## src/rtl/core_pkg.sv

```systemverilog
package core_pkg;

    // the stages are one-hot so the stage order reads straight off the bits
    typedef enum logic [5:0] {
        FETCH      = 6'b000001,
        DECODE     = 6'b000010,
        READ       = 6'b000100,
        EXECUTE    = 6'b001000,
        MEMORY     = 6'b010000,
        WRITE_BACK = 6'b100000
    } stage_t;

    typedef enum logic [3:0] {
        ALU_ADD,
        ALU_SUB,
        ALU_AND,
        ALU_OR,
        ALU_XOR,
        ALU_SLT,
        ALU_SLTU,
        ALU_SLL,
        ALU_SRL,
        ALU_SRA,
        ALU_PASS_B
    } alu_op_t;

    typedef enum logic [1:0] {WB_ALU, WB_IMM, WB_MEM, WB_PC} wb_sel_t;

    // PC_JUMP takes the ALU result, PC_BRANCH takes pc + imm when the branch is taken
    typedef enum logic [1:0] {PC_SEQ, PC_JUMP, PC_BRANCH, PC_HOLD} pc_sel_t;

    typedef struct packed {
        logic [6:0] funct7;
        logic [4:0] rs2;
        logic [4:0] rs1;
        logic [2:0] funct3;
        logic [4:0] rd;
        logic [6:0] opcode;
    } r_type_t;

    typedef struct packed {
        logic [11:0] imm;
        logic [4:0]  rs1;
        logic [2:0]  funct3;
        logic [4:0]  rd;
        logic [6:0]  opcode;
    } i_type_t;

    typedef struct packed {
        logic [6:0] imm_hi;
        logic [4:0] rs2;
        logic [4:0] rs1;
        logic [2:0] funct3;
        logic [4:0] imm_lo;
        logic [6:0] opcode;
    } s_type_t;

    typedef struct packed {
        logic       imm_12;
        logic [5:0] imm_10_5;
        logic [4:0] rs2;
        logic [4:0] rs1;
        logic [2:0] funct3;
        logic [3:0] imm_4_1;
        logic       imm_11;
        logic [6:0] opcode;
    } b_type_t;

    typedef struct packed {
        logic [19:0] imm;
        logic [4:0]  rd;
        logic [6:0]  opcode;
    } u_type_t;

    typedef struct packed {
        logic       imm_20;
        logic [9:0] imm_10_1;
        logic       imm_11;
        logic [7:0] imm_19_12;
        logic [4:0] rd;
        logic [6:0] opcode;
    } j_type_t;

    // the same instruction word seen through each encoding format
    typedef union packed {
        r_type_t r;
        i_type_t i;
        s_type_t s;
        b_type_t b;
        u_type_t u;
        j_type_t j;
    } instr_t;

endpackage
```

## src/rtl/instruction_decode.sv

```systemverilog
`timescale 1ns/1ns

module instruction_decode import core_pkg::*; (
    input  logic        clk,
    input  logic        en,
    input  instr_t      instr,
    output logic [31:0] imm,
    output logic [3:0]  rs1,
    output logic [3:0]  rs2,
    output logic [3:0]  rd,
    output logic        rd_write,
    output logic        alu_a_pc,
    output logic        alu_b_imm,
    output alu_op_t     alu_op,
    output logic        mem_read,
    output logic        mem_write,
    output wb_sel_t     wb_sel,
    output pc_sel_t     pc_sel,
    output logic        branch_ne,
    output logic        fault
);

    localparam logic [6:0] OP_REG    = 7'b0110011;
    localparam logic [6:0] OP_IMM    = 7'b0010011;
    localparam logic [6:0] OP_LUI    = 7'b0110111;
    localparam logic [6:0] OP_AUIPC  = 7'b0010111;
    localparam logic [6:0] OP_LOAD   = 7'b0000011;
    localparam logic [6:0] OP_STORE  = 7'b0100011;
    localparam logic [6:0] OP_BRANCH = 7'b1100011;
    localparam logic [6:0] OP_JAL    = 7'b1101111;
    localparam logic [6:0] OP_JALR   = 7'b1100111;

    logic [2:0]  funct3;
    logic [6:0]  funct7;
    logic [31:0] imm_d;
    logic        a_pc_d;
    logic        b_imm_d;
    alu_op_t     op_d;
    logic        mem_read_d;
    logic        mem_write_d;
    wb_sel_t     wb_d;
    pc_sel_t     pc_d;
    logic        use_rs1;
    logic        use_rs2;
    logic        use_rd;
    logic        bad_op;

    assign funct3 = instr.r.funct3;
    assign funct7 = instr.r.funct7;

    // alt picks SUB over ADD and SRA over SRL
    function automatic alu_op_t alu_func(input logic [2:0] f3, input logic alt);
        case (f3)
            3'b000:  return alt ? ALU_SUB : ALU_ADD;
            3'b001:  return ALU_SLL;
            3'b010:  return ALU_SLT;
            3'b011:  return ALU_SLTU;
            3'b100:  return ALU_XOR;
            3'b101:  return alt ? ALU_SRA : ALU_SRL;
            3'b110:  return ALU_OR;
            default: return ALU_AND;
        endcase
    endfunction

    always_comb begin
        imm_d = {{20{instr.i.imm[11]}}, instr.i.imm};
        a_pc_d = 1'b0;
        b_imm_d = 1'b1;
        op_d = ALU_ADD;
        mem_read_d = 1'b0;
        mem_write_d = 1'b0;
        wb_d = WB_ALU;
        pc_d = PC_SEQ;
        use_rs1 = 1'b0;
        use_rs2 = 1'b0;
        use_rd = 1'b0;
        bad_op = 1'b0;
        case (instr.r.opcode)
            OP_REG: begin
                use_rs1 = 1'b1;
                use_rs2 = 1'b1;
                use_rd = 1'b1;
                b_imm_d = 1'b0;
                op_d = alu_func(funct3, funct7[5]);
                bad_op = !(funct7 == 7'b0000000 ||
                           (funct7 == 7'b0100000 && (funct3 == 3'b000 || funct3 == 3'b101)));
            end
            OP_IMM: begin
                use_rs1 = 1'b1;
                use_rd = 1'b1;
                op_d = alu_func(funct3, funct3 == 3'b101 && funct7[5]);
                // for the shifts the upper immediate bits act as a funct7
                if (funct3 == 3'b001) begin
                    bad_op = funct7 != 7'b0000000;
                end else if (funct3 == 3'b101) begin
                    bad_op = funct7 != 7'b0000000 && funct7 != 7'b0100000;
                end
            end
            OP_LUI: begin
                use_rd = 1'b1;
                op_d = ALU_PASS_B;
                wb_d = WB_IMM;
                imm_d = {instr.u.imm, 12'b0};
            end
            OP_AUIPC: begin
                use_rd = 1'b1;
                a_pc_d = 1'b1;
                imm_d = {instr.u.imm, 12'b0};
            end
            OP_LOAD: begin
                use_rs1 = 1'b1;
                use_rd = 1'b1;
                mem_read_d = 1'b1;
                wb_d = WB_MEM;
                bad_op = funct3 != 3'b010;
            end
            OP_STORE: begin
                use_rs1 = 1'b1;
                use_rs2 = 1'b1;
                mem_write_d = 1'b1;
                imm_d = {{20{instr.s.imm_hi[6]}}, instr.s.imm_hi, instr.s.imm_lo};
                bad_op = funct3 != 3'b010;
            end
            OP_BRANCH: begin
                // the ALU only supplies the equality of rs1 and rs2 here
                use_rs1 = 1'b1;
                use_rs2 = 1'b1;
                b_imm_d = 1'b0;
                op_d = ALU_SUB;
                pc_d = PC_BRANCH;
                imm_d = {{19{instr.b.imm_12}}, instr.b.imm_12, instr.b.imm_11,
                         instr.b.imm_10_5, instr.b.imm_4_1, 1'b0};
                bad_op = funct3[2:1] != 2'b00;
            end
            OP_JAL: begin
                use_rd = 1'b1;
                a_pc_d = 1'b1;
                wb_d = WB_PC;
                pc_d = PC_JUMP;
                imm_d = {{11{instr.j.imm_20}}, instr.j.imm_20, instr.j.imm_19_12,
                         instr.j.imm_11, instr.j.imm_10_1, 1'b0};
            end
            OP_JALR: begin
                use_rs1 = 1'b1;
                use_rd = 1'b1;
                wb_d = WB_PC;
                pc_d = PC_JUMP;
                bad_op = funct3 != 3'b000;
            end
            default: begin
                bad_op = 1'b1;
                pc_d = PC_HOLD;
            end
        endcase
    end

    // RV32E has sixteen registers, so bit 4 of a used register field is illegal
    assign fault = en && (bad_op || (use_rs1 && instr.r.rs1[4]) ||
                          (use_rs2 && instr.r.rs2[4]) || (use_rd && instr.r.rd[4]));

    always_ff @(posedge clk) begin
        if (en) begin
            imm <= imm_d;
            rs1 <= instr.r.rs1[3:0];
            rs2 <= instr.r.rs2[3:0];
            rd <= instr.r.rd[3:0];
            // a write to x0 counts as no destination at all
            rd_write <= use_rd && instr.r.rd != 5'd0;
            alu_a_pc <= a_pc_d;
            alu_b_imm <= b_imm_d;
            alu_op <= op_d;
            mem_read <= mem_read_d;
            mem_write <= mem_write_d;
            wb_sel <= wb_d;
            pc_sel <= pc_d;
            branch_ne <= funct3[0];
        end
    end

endmodule

```

## config.mk

```make
export PLATFORM = sky130hd
export DESIGN_NAME = instruction_decode
export DESIGN_NICKNAME = d
export VERILOG_FILES = /design/src/rtl/core_pkg.sv /design/src/rtl/instruction_decode.sv
export SDC_FILE = /design/constraint.sdc
export NUM_CORES = 1
export LEC_CHECK = 0
export BUFFER_PORTS_ARGS = -buffer_cell sky130_fd_sc_hd__buf_2
export CAP_MARGIN = 20
export CELL_PAD_IN_SITES_DETAIL_PLACEMENT = 1
export CELL_PAD_IN_SITES_GLOBAL_PLACEMENT = 1
export CORE_ASPECT_RATIO = 1.25
export CORE_MARGIN = 5
export CORE_UTILIZATION = 29
export DETAILED_ROUTE_END_ITERATION = 10
export GPL_TIMING_DRIVEN = 0
export PLACE_DENSITY_LB_ADDON = 0.08
export SLEW_MARGIN = 10
export SYNTH_ARGS = -nofsm -noshare
export SYNTH_HDL_FRONTEND = slang
export SYNTH_SLANG_ARGS = --single-unit
```

## constraint.sdc

```tcl
create_clock -name clk -period 1.8 [get_ports clk]
set_clock_uncertainty 0.2 [all_clocks]
set_input_delay 0.18 -clock clk [delete_from_list [all_inputs] [get_ports clk]]
set_output_delay 0.18 -clock clk [all_outputs]
set_load 0.03 [all_outputs]
```

-- Word level (Yosys, flattened, before mapping)
Index checks and enable logic that the tools add are counted.
- register bits after elaboration: 58
- bits in latches: 0
- RAM bits: 0
- memory bits (read-only): 0
- bits of input ports: 34
- output and inout bits: 59
- word-level logic and storage cells: 81
- memories kept: 0
- $add $sub $neg: 0
- multiply operators: 0
- div/mod/pow operators: 0
- magnitude comparators: 0
- equality and inequality tests: 18
- shift operators: 0
- mux-type cells: 20
- bitwise operators: 0
- reduce and logical (&&, ||, !) cells: 30
- operator list (operator ; number):
    $pmux 31 s4 ; 1
    $pmux 4 s7 ; 2
    $eq 7x6->1 const B ; 4
    $eq 7x7->1 const B ; 3
    $pmux 4 s4 ; 1
    $eq 7x5->1 const B ; 2
    $mux 1 ; 13
    $pmux 2 s3 ; 2
    $reduce_or 6->1 ; 2
    $reduce_or 2->1 ; 5
    $eq 3x3->1 const B ; 3
    $logic_and 1x1->1 ; 8
    $eq 7x2->1 const B ; 1
    $logic_not 7->1 ; 1
    $ne 7x6->1 const B ; 1
    $reduce_bool 7->1 ; 1
    $reduce_or 7->1 ; 1
    $eq 3x2->1 const B ; 2
    $pmux 1 s6 ; 1
    $reduce_or 3->1 ; 2
    $logic_or 1x1->1 ; 5
    $reduce_bool 5->1 ; 1
    $eq 3x1->1 const B ; 1
    $logic_not 3->1 ; 1
    other kinds (4) ; 4

-- Longest topological paths before layout
Gate-level depths: netlist of the first run.
- depth after elaboration: 10
- gate-level depth with buffers: 7
- depth with buffers taken out: 4

-- Least setup slack after synthesis of the first run
No wires, ideal clock.
- path kind: input to register
- start: in instr[6] (netlist name)
- end: reg imm[12], data pin
- setup time: 0.254 ns
- data arrival time: 1.244 ns
- data required time: 1.346 ns
- setup slack: 0.102 ns
- cell stages on the path: 6
- buffers on the path: 2
- cell sequence: buf_2 and4b_1 and3_4 or2_0 buf_2 a21o_1
- word-level cells in the longest chain between the ends: 3
- elaborated cells on any way between the ends: 7
- classes of those cells: eq/ne: 5; mux: 1; reduce/logical: 1
- ends and longest elaborated chain (what ; line ; RTL):
    from (decl) ; instruction_decode.sv:6 ; input instr_t instr,
    $eq 7x5->1 / $eq 7x6->1 (equally long branches) ; instruction_decode.sv:78 ; case (instr.r.opcode)
    $reduce_or 2->1 (no source line) ; n/a ;
    $pmux 31 s4 * ; instruction_decode.sv:78 ;
    named net imm_d[12] ; instruction_decode.sv:35 ; logic [31:0] imm_d;
    to (signal assigned) ; instruction_decode.sv:163 ; imm <= imm_d;
    to (decl) ; instruction_decode.sv:7 ; output logic [31:0] imm,
Mark *: on every way through the listed nets, which the timed path passes. The rest lies on a longest branch.
A chain may end at the register's enable or synchronous reset.

-- Worst setup path in the final report of the first run
- start: in instr[28] (netlist name)
- end: out fault
- word-level cells in the longest chain between the ends: 9
- elaborated cells on any way between the ends: 15
- classes of those cells: eq/ne: 2; mux: 3; reduce/logical: 10
- ends and longest elaborated chain (what ; line ; RTL):
    $ne 7x6->1 (tied with other cells) ; instruction_decode.sv:96 ; bad_op = funct7 != 7'b0000000 && funct7 != 7'b0100000;
    $logic_and 1x1->1, on equally long branches ; instruction_decode.sv:96, instruction_decode.sv:86 ;
    $mux 1 / $logic_or 1x1->1 (equally long branches) ; instruction_decode.sv:95, instruction_decode.sv:85 ;
    $mux 1 / $logic_not 1->1 (equally long branches) ; instruction_decode.sv:93, instruction_decode.sv:85 ;
    $pmux 1 s6 * ; instruction_decode.sv:78 ;
    $logic_or 1x1->1 * (2 in a row) ; instruction_decode.sv:158 ; assign fault = en && (bad_op || (use_rs1 && instr.r.rs1[4]) ||
    $logic_or 1x1->1 * ; instruction_decode.sv:159 ; (use_rs2 && instr.r.rs2[4]) || (use_rd && instr.r.rd[4]));
    $logic_and 1x1->1 * ; instruction_decode.sv:158 ;
    to (decl) ; instruction_decode.sv:20 ; output logic fault
Mark *: on every way between the ends. The rest lies on a longest branch, timed or not.

==> flow_metrics.env, run 1 <==
export IMPL_outcome="complete, no violations"
export IMPL_overflow=0
export IMPL_cts_tree="done"
export IMPL_synth_async_sr_flop_share=0
export IMPL_drt_total_wl_um=6820
export IMPL_viasPerCell=4.773
export IMPL_arrival_ns=1.40
export IMPL_rows=37
export IMPL_fin_ws_ns=0.01637
export IMPL_worst_slew_pin_slew_ns=0.5438
export IMPL_postSynthAreaPerCell_sq_um=14.96
export IMPL_htree_levels=3
export IMPL_dr_pass1_iters=3
export IMPL_fmax_mhz=560.7
export IMPL_wl_per_cell_um=17.58
export IMPL_synth_area_sq_um=2454
export IMPL_critPathKind="in2out"
export IMPL_die_w_um=92.27
export IMPL_drive_gt1_frac=0.4055
export IMPL_pin_count=93
export IMPL_finalCriticalPeriod_ns=1.784
export IMPL_min_path_type="in2reg"
export IMPL_grt_max_degree=62
export IMPL_postLayoutCellArea_sq_um=3455
export IMPL_cap_violations=0
export IMPL_postCtsSetupBuffers=0
export IMPL_drt_iter0_drc=25
export IMPL_synth_adder_area_share=0
export IMPL_grt_pass1_vias=2083
export IMPL_placeableCoreArea_sq_um=8240
export IMPL_start_kind="primary input"
export IMPL_utilization=0.4192
export IMPL_finalSetupTns_ns=0
export IMPL_min_to="imm[14]"
export IMPL_ant_nets=0
export IMPL_start_util=0.2978
export IMPL_synth_area_top_cells="edfxtp_1 (71%), a21o_1 (6.4%), nor2b_1 (2.0%)"
export IMPL_synth_compound_area_frac=0.1341
export IMPL_ys_top_cells_by_count="edfxtp_1 (58), a21o_1 (21), nand2_1 (10), nor2b_1 (8), nor2_1 (7)"
export IMPL_hold_path_startpoint="instr[14]"
export IMPL_finalMaxSlewViolations=0
export IMPL_worst_path_max_fanout=2
export IMPL_synth_edf_count=58
export IMPL_cp_required_ns=1.42
export IMPL_synthCells=164
export IMPL_synth_seq_cells=58
export IMPL_fill_cells=910
export IMPL_hold_viol_final=0
export IMPL_cts_inserted_buffers=9
export IMPL_p_per_area_nw_per_um2=914.3
export IMPL_dp_hpwl_um=4767
export IMPL_synth_xor_area_share=0.007139
export IMPL_die_y_um=112.8
export IMPL_antenna_found_initial=0
export IMPL_synth_top_area_cell="edfxtp_1"
export IMPL_synthDistinctLibCells=42
export IMPL_nets=320
export IMPL_synth_top_area_frac=0.7098
export IMPL_multi_input_area_sq_um=680.7
export IMPL_p_leak_nw=1.511
export IMPL_cts_root_buf="clkbuf_8"
export IMPL_diodes=0
export IMPL_rsz0062_at_grt="yes"
export IMPL_seq_area_sq_um=1742
export IMPL_area_growth_pct=40.80
export IMPL_grt_total_usage=0.1384
export IMPL_pre_cts_ws_ns=-0.4533
export IMPL_clk_pin_slew_ns=0.06
export IMPL_gp_congestion=0.6942
export IMPL_yosysMostFrequentCell="edfxtp_1"
export IMPL_clockBufferDepth=2
export IMPL_hold_path_depth=2
export IMPL_drc=0
export IMPL_synth_nets=198
export IMPL_cts_sinks=58
export IMPL_crit_path_end_kind="output port"
export IMPL_setup_viol=0
export IMPL_yosysWarnings=0
export IMPL_max_vdd_ir_drop_mv=0.3857
export IMPL_synth_main_ff_cell="edfxtp_1"
export IMPL_finalCritPeriodShare=0.9909
export IMPL_muxShareOfSynthArea=0.008669
export IMPL_synth_top_family_by_area="compound AO/OA/AOI/OAI gates"
export IMPL_yosysSeqAreaShare=0.7098
export IMPL_die_area_sq_um=10410
export IMPL_dpl_cell_area_sq_um=3023
export IMPL_vias=1852
export IMPL_relSlewSlack=0.6355
export IMPL_grt_pass1_wl_um=10810
export IMPL_portBuffers=89
export IMPL_yosys_area_share_simple=0.1147
-- layout by cell type, fill, tap and decap left out, types with 2 or more instances in the layout --
cell type and instances:
a21o_1 21, a21oi_1 3, a22o_1 4, and3b_1 2, buf_2 90, buf_4 3, buf_6 3, clkbuf_1 2
clkbuf_8 10, clkinv_1 3, clkinv_2 2, dlygate4sd3_1 23, edfxtp_1 58, inv_1 2, nand2_1 10, nand2b_1 2
nand3_2 2, nor2_1 7, nor2b_1 8, nor3_1 2, o21ai_0 6, xor2_1 2
-- area by class of cell --
| cell class | instances | area share |
|---|---|---|
| clock inverter | 5 | 0.006157 |
| tap | 97 | 0.03513 |
| multi-input combinational | 95 | 0.1970 |
| buffer | 8 | 0.01557 |
| clock buffer | 11 | 0.03803 |
| sequential | 58 | 0.5042 |
| inverter | 2 | 0.002173 |
| timing repair buffer | 112 | 0.2017 |
-- how the worst max path moves through the flow --
stage	from	end	slack, ns	cells past startpoint
6_report	instr[28]	fault	0.02	6
5_1_grt	instr[4]	fault	-0.02	6
4_1_cts	en	fault	-0.004	5
3_5_place_dp	instr[3]	imm[11]	-0.45	5
3_3_place_gp	en	fault	-0.72	5
2_1_floorplan	instr[6]	imm[12]	0.10	6
-- report_power, final --
group	internal (mW)	switching (mW)	leakage, nW
registers	1.60	0.0233	0.565
logic	0.183	0.371	0.866
clock network	0.480	0.500	0.0796
total	2.26	0.894	1.51
-- metal layers --
layer / share of wire / GRT usage / vias up / wire length (um)
met5: 0 / 0 / - / 0
met1: 0.39 / 0.1422 / 902 / 2654
met4: 0.025 / 0.07730 / 0 / 170
met2: 0.52 / 0.2456 / 60 / 3563
met3: 0.063 / 0.04588 / 12 / 432
li1: - / - / 878 / -
-- critical path: stages --
cell and delay [ns]:
buf_6 0.09, or4_4 0.54, nor3_4 0.20, a211o_1 0.17
nand3_2 0.07, buf_6 0.15
-- per-stage QoR --
step / power (mW) / hold WS [ns] / std cells
after floorplan: 1.963 / 0.07887 / 164
after global placement: 2.164 / 0.1727 / 350
after detailed placement: 2.170 / 0.1724 / 350
after CTS: 3.207 / 0.01168 / 388
after global routing: 3.308 / 0.01615 / 388
final: 3.159 / 0.02262 / 388
-- flip-flops by register name, indices dropped and copies added (netlist names) --
name	cells
mem_read	1
wb_sel	2
rs2	4
rd	4
alu_op	4
pc_sel	2
rd_write	1
mem_write	1
alu_a_pc	1
alu_b_imm	1
rs1	4
imm	32
branch_ne	1
-- cell families after synthesis --
group / after synthesis
AOI/OAI and AO/OA: 45
xor gates and xnor gates: 2
buffers and inverters: 11
DFF: 58
muxes: 2
and+or+nand+nor: 46
-- what timing repair did --
action                                  4_1_cts  5_1_grt
hold endpoints to repair                     42        0
resized for setup                             6        9
endpoints found under the setup margin        7        1
hold buffers                                 23        0
pin swaps                                     0        3
Power figures use the tool's default switching activity.
==> inputs of run 2 (changes only) <==
--- a/config.mk
+++ b/config.mk
@@ -5,7 +5,6 @@
 export SDC_FILE = /design/constraint.sdc
 export NUM_CORES = 1
 export LEC_CHECK = 0
-export BUFFER_PORTS_ARGS = -buffer_cell sky130_fd_sc_hd__buf_2
 export CAP_MARGIN = 20
 export CELL_PAD_IN_SITES_DETAIL_PLACEMENT = 1
 export CELL_PAD_IN_SITES_GLOBAL_PLACEMENT = 1
@@ -13,6 +12,7 @@
 export CORE_MARGIN = 5
 export CORE_UTILIZATION = 29
 export DETAILED_ROUTE_END_ITERATION = 10
+export DONT_BUFFER_PORTS = 1
 export GPL_TIMING_DRIVEN = 0
 export PLACE_DENSITY_LB_ADDON = 0.08
 export SLEW_MARGIN = 10
==> run 2 against run 1 <==
The flow now finishes with violations (negative hold slack); combinational power decreased by 68%; total power decreased by 5.3%; flip-flop and latch count unchanged; worst hold slack got worse by 0.26 ns; critical endpoint is now mem_write; largest power group unchanged.
==> flow_metrics.env, run 2 (synthesis gave the netlist of run 1 again) <==
export IMPL_diodes=0
export IMPL_utilization=0.3706
export IMPL_fmax_mhz=579.8
export IMPL_cts_root_buf="clkbuf_8"
export IMPL_drc=0
export IMPL_placeableCoreArea_sq_um=8240
export IMPL_postCtsSetupBuffers=0
export IMPL_cp_slowest_stage_delay_ns=0.56
export IMPL_relSlewSlack=0.6424
export IMPL_crit_path_frequent_cell="dlygate4sd3_1"
export IMPL_postCtsHoldBufs=30
export IMPL_finalSetupTns_ns=0
export IMPL_grt_pass1_wl_um=9860
export IMPL_grt_pass1_vias=1679
export IMPL_cts_inserted_buffers=9
export IMPL_max_vdd_ir_drop_mv=0.2852
export IMPL_mostFrequentLayoutCells="edfxtp_1 (58), dlygate4sd3_1 (30), a21o_1 (21)"
export IMPL_path_buf_inv=3
export IMPL_cap_violations=0
export IMPL_critPathKind="in2reg"
export IMPL_start_kind="primary input"
export IMPL_finalMaxSlewViolations=0
export IMPL_power_mw=2.993
export IMPL_cp_top_family="buffers and inverters"
export IMPL_cp_required_ns=1.67
export IMPL_pin_count=93
export IMPL_overflow=0
export IMPL_dp_hpwl_um=4372
export IMPL_clk_pin_slew_ns=0.06
export IMPL_grt_total_usage=0.1261
export IMPL_finalCriticalPeriod_ns=1.725
export IMPL_setup_viol=0
export IMPL_violations="negative hold slack"
export IMPL_arrival_ns=1.60
export IMPL_portBuffers=0
export IMPL_pre_cts_ws_ns=-0.3558
export IMPL_hold_viol_final=58
export IMPL_drt_iter0_drc=54
export IMPL_start_util=0.2978
export IMPL_worst_slew_pin_slew_ns=0.5335
export IMPL_largest_register_ff_count=32
export IMPL_top_register="imm"
export IMPL_drive_gt1_frac=0.1483
export IMPL_rows=37
export IMPL_area_growth_pct=24.48
export IMPL_cts_tree="done"
export IMPL_min_path_type="in2reg"
export IMPL_drt_total_wl_um=6409
export IMPL_finalCritPeriodShare=0.9582
export IMPL_cts_sinks=58
export IMPL_antenna_found_initial=0
export IMPL_grt_max_degree=62
export IMPL_rsz0062_at_grt="no"
export IMPL_ant_nets=0
export IMPL_viasPerCell=4.971
export IMPL_crit_path_end_kind="register"
export IMPL_htree_levels=3
export IMPL_dp_cells=261
export IMPL_vias=1521
export IMPL_clockBufferDepth=2
export IMPL_outcome="finished, violations left"
export IMPL_dr_pass1_iters=4
export IMPL_final_common_cell="edfxtp_1"
export IMPL_cp_cell_sequence="buf_4 -> nand2b_4 -> dlygate4sd3_1 -> nor2_1 -> dlygate4sd3_1"
export IMPL_worst_path_max_fanout=10
export IMPL_p_per_area_nw_per_um2=979.8
export IMPL_die_y_um=112.8
export IMPL_die_area_sq_um=10410
export IMPL_crit_slowest_cell="dlygate4sd3_1"
export IMPL_stdcell_count=306
export IMPL_dpl_cell_area_sq_um=2575
export IMPL_fin_ws_ns=0.07516
export IMPL_wl_per_cell_um=20.94
export IMPL_die_w_um=92.27
export IMPL_nets=239
export IMPL_postLayoutCellArea_sq_um=3054
export IMPL_gp_congestion=0.7723
export IMPL_hold_slack_ns=-0.2384
export IMPL_p_leak_nw=1.190
## run 2: repair_timing
item / 4_1_cts / 5_1_grt
hold endpoints to repair: 106 / 58
gates resized for setup: 2 / 7
endpoints found under the setup margin: 1 / 2
pin swaps: 1 / 1
## run 2: cell type report
type | instances | area [sq um]
Fill cell | 858 | 5186
Tap cell | 97 | 121.4
Sequential cell | 58 | 1742
Buffer | 9 | 56.30
Timing Repair Buffer | 30 | 300.3
Multi-Input combinational cell | 95 | 676.9
Clock buffer | 10 | 127.6
Clock inverter | 5 | 22.52
Inverter | 2 | 7.507
## run 2: routing by layer
layer | GRT usage | share of wire
met5 | 0 | 0
met2 | 0.2247 | 0.52
met4 | 0.04163 | 0.011
met1 | 0.1313 | 0.39
met3 | 0.05718 | 0.072
## run 2: report_power, final
group | switching, mW | internal (mW)
clock network | 0.481 | 0.474
registers | 0.246 | 1.61
logic | 0.0832 | 0.0968
## run 2: worst paths after layout
| path | from | to | slack, ns | cells past startpoint |
|---|---|---|---|---|
| worst max-delay path | instr[5] | mem_write | 0.08 | 5 |
| worst min-delay path | en | alu_op[3] | -0.24 | 0 |
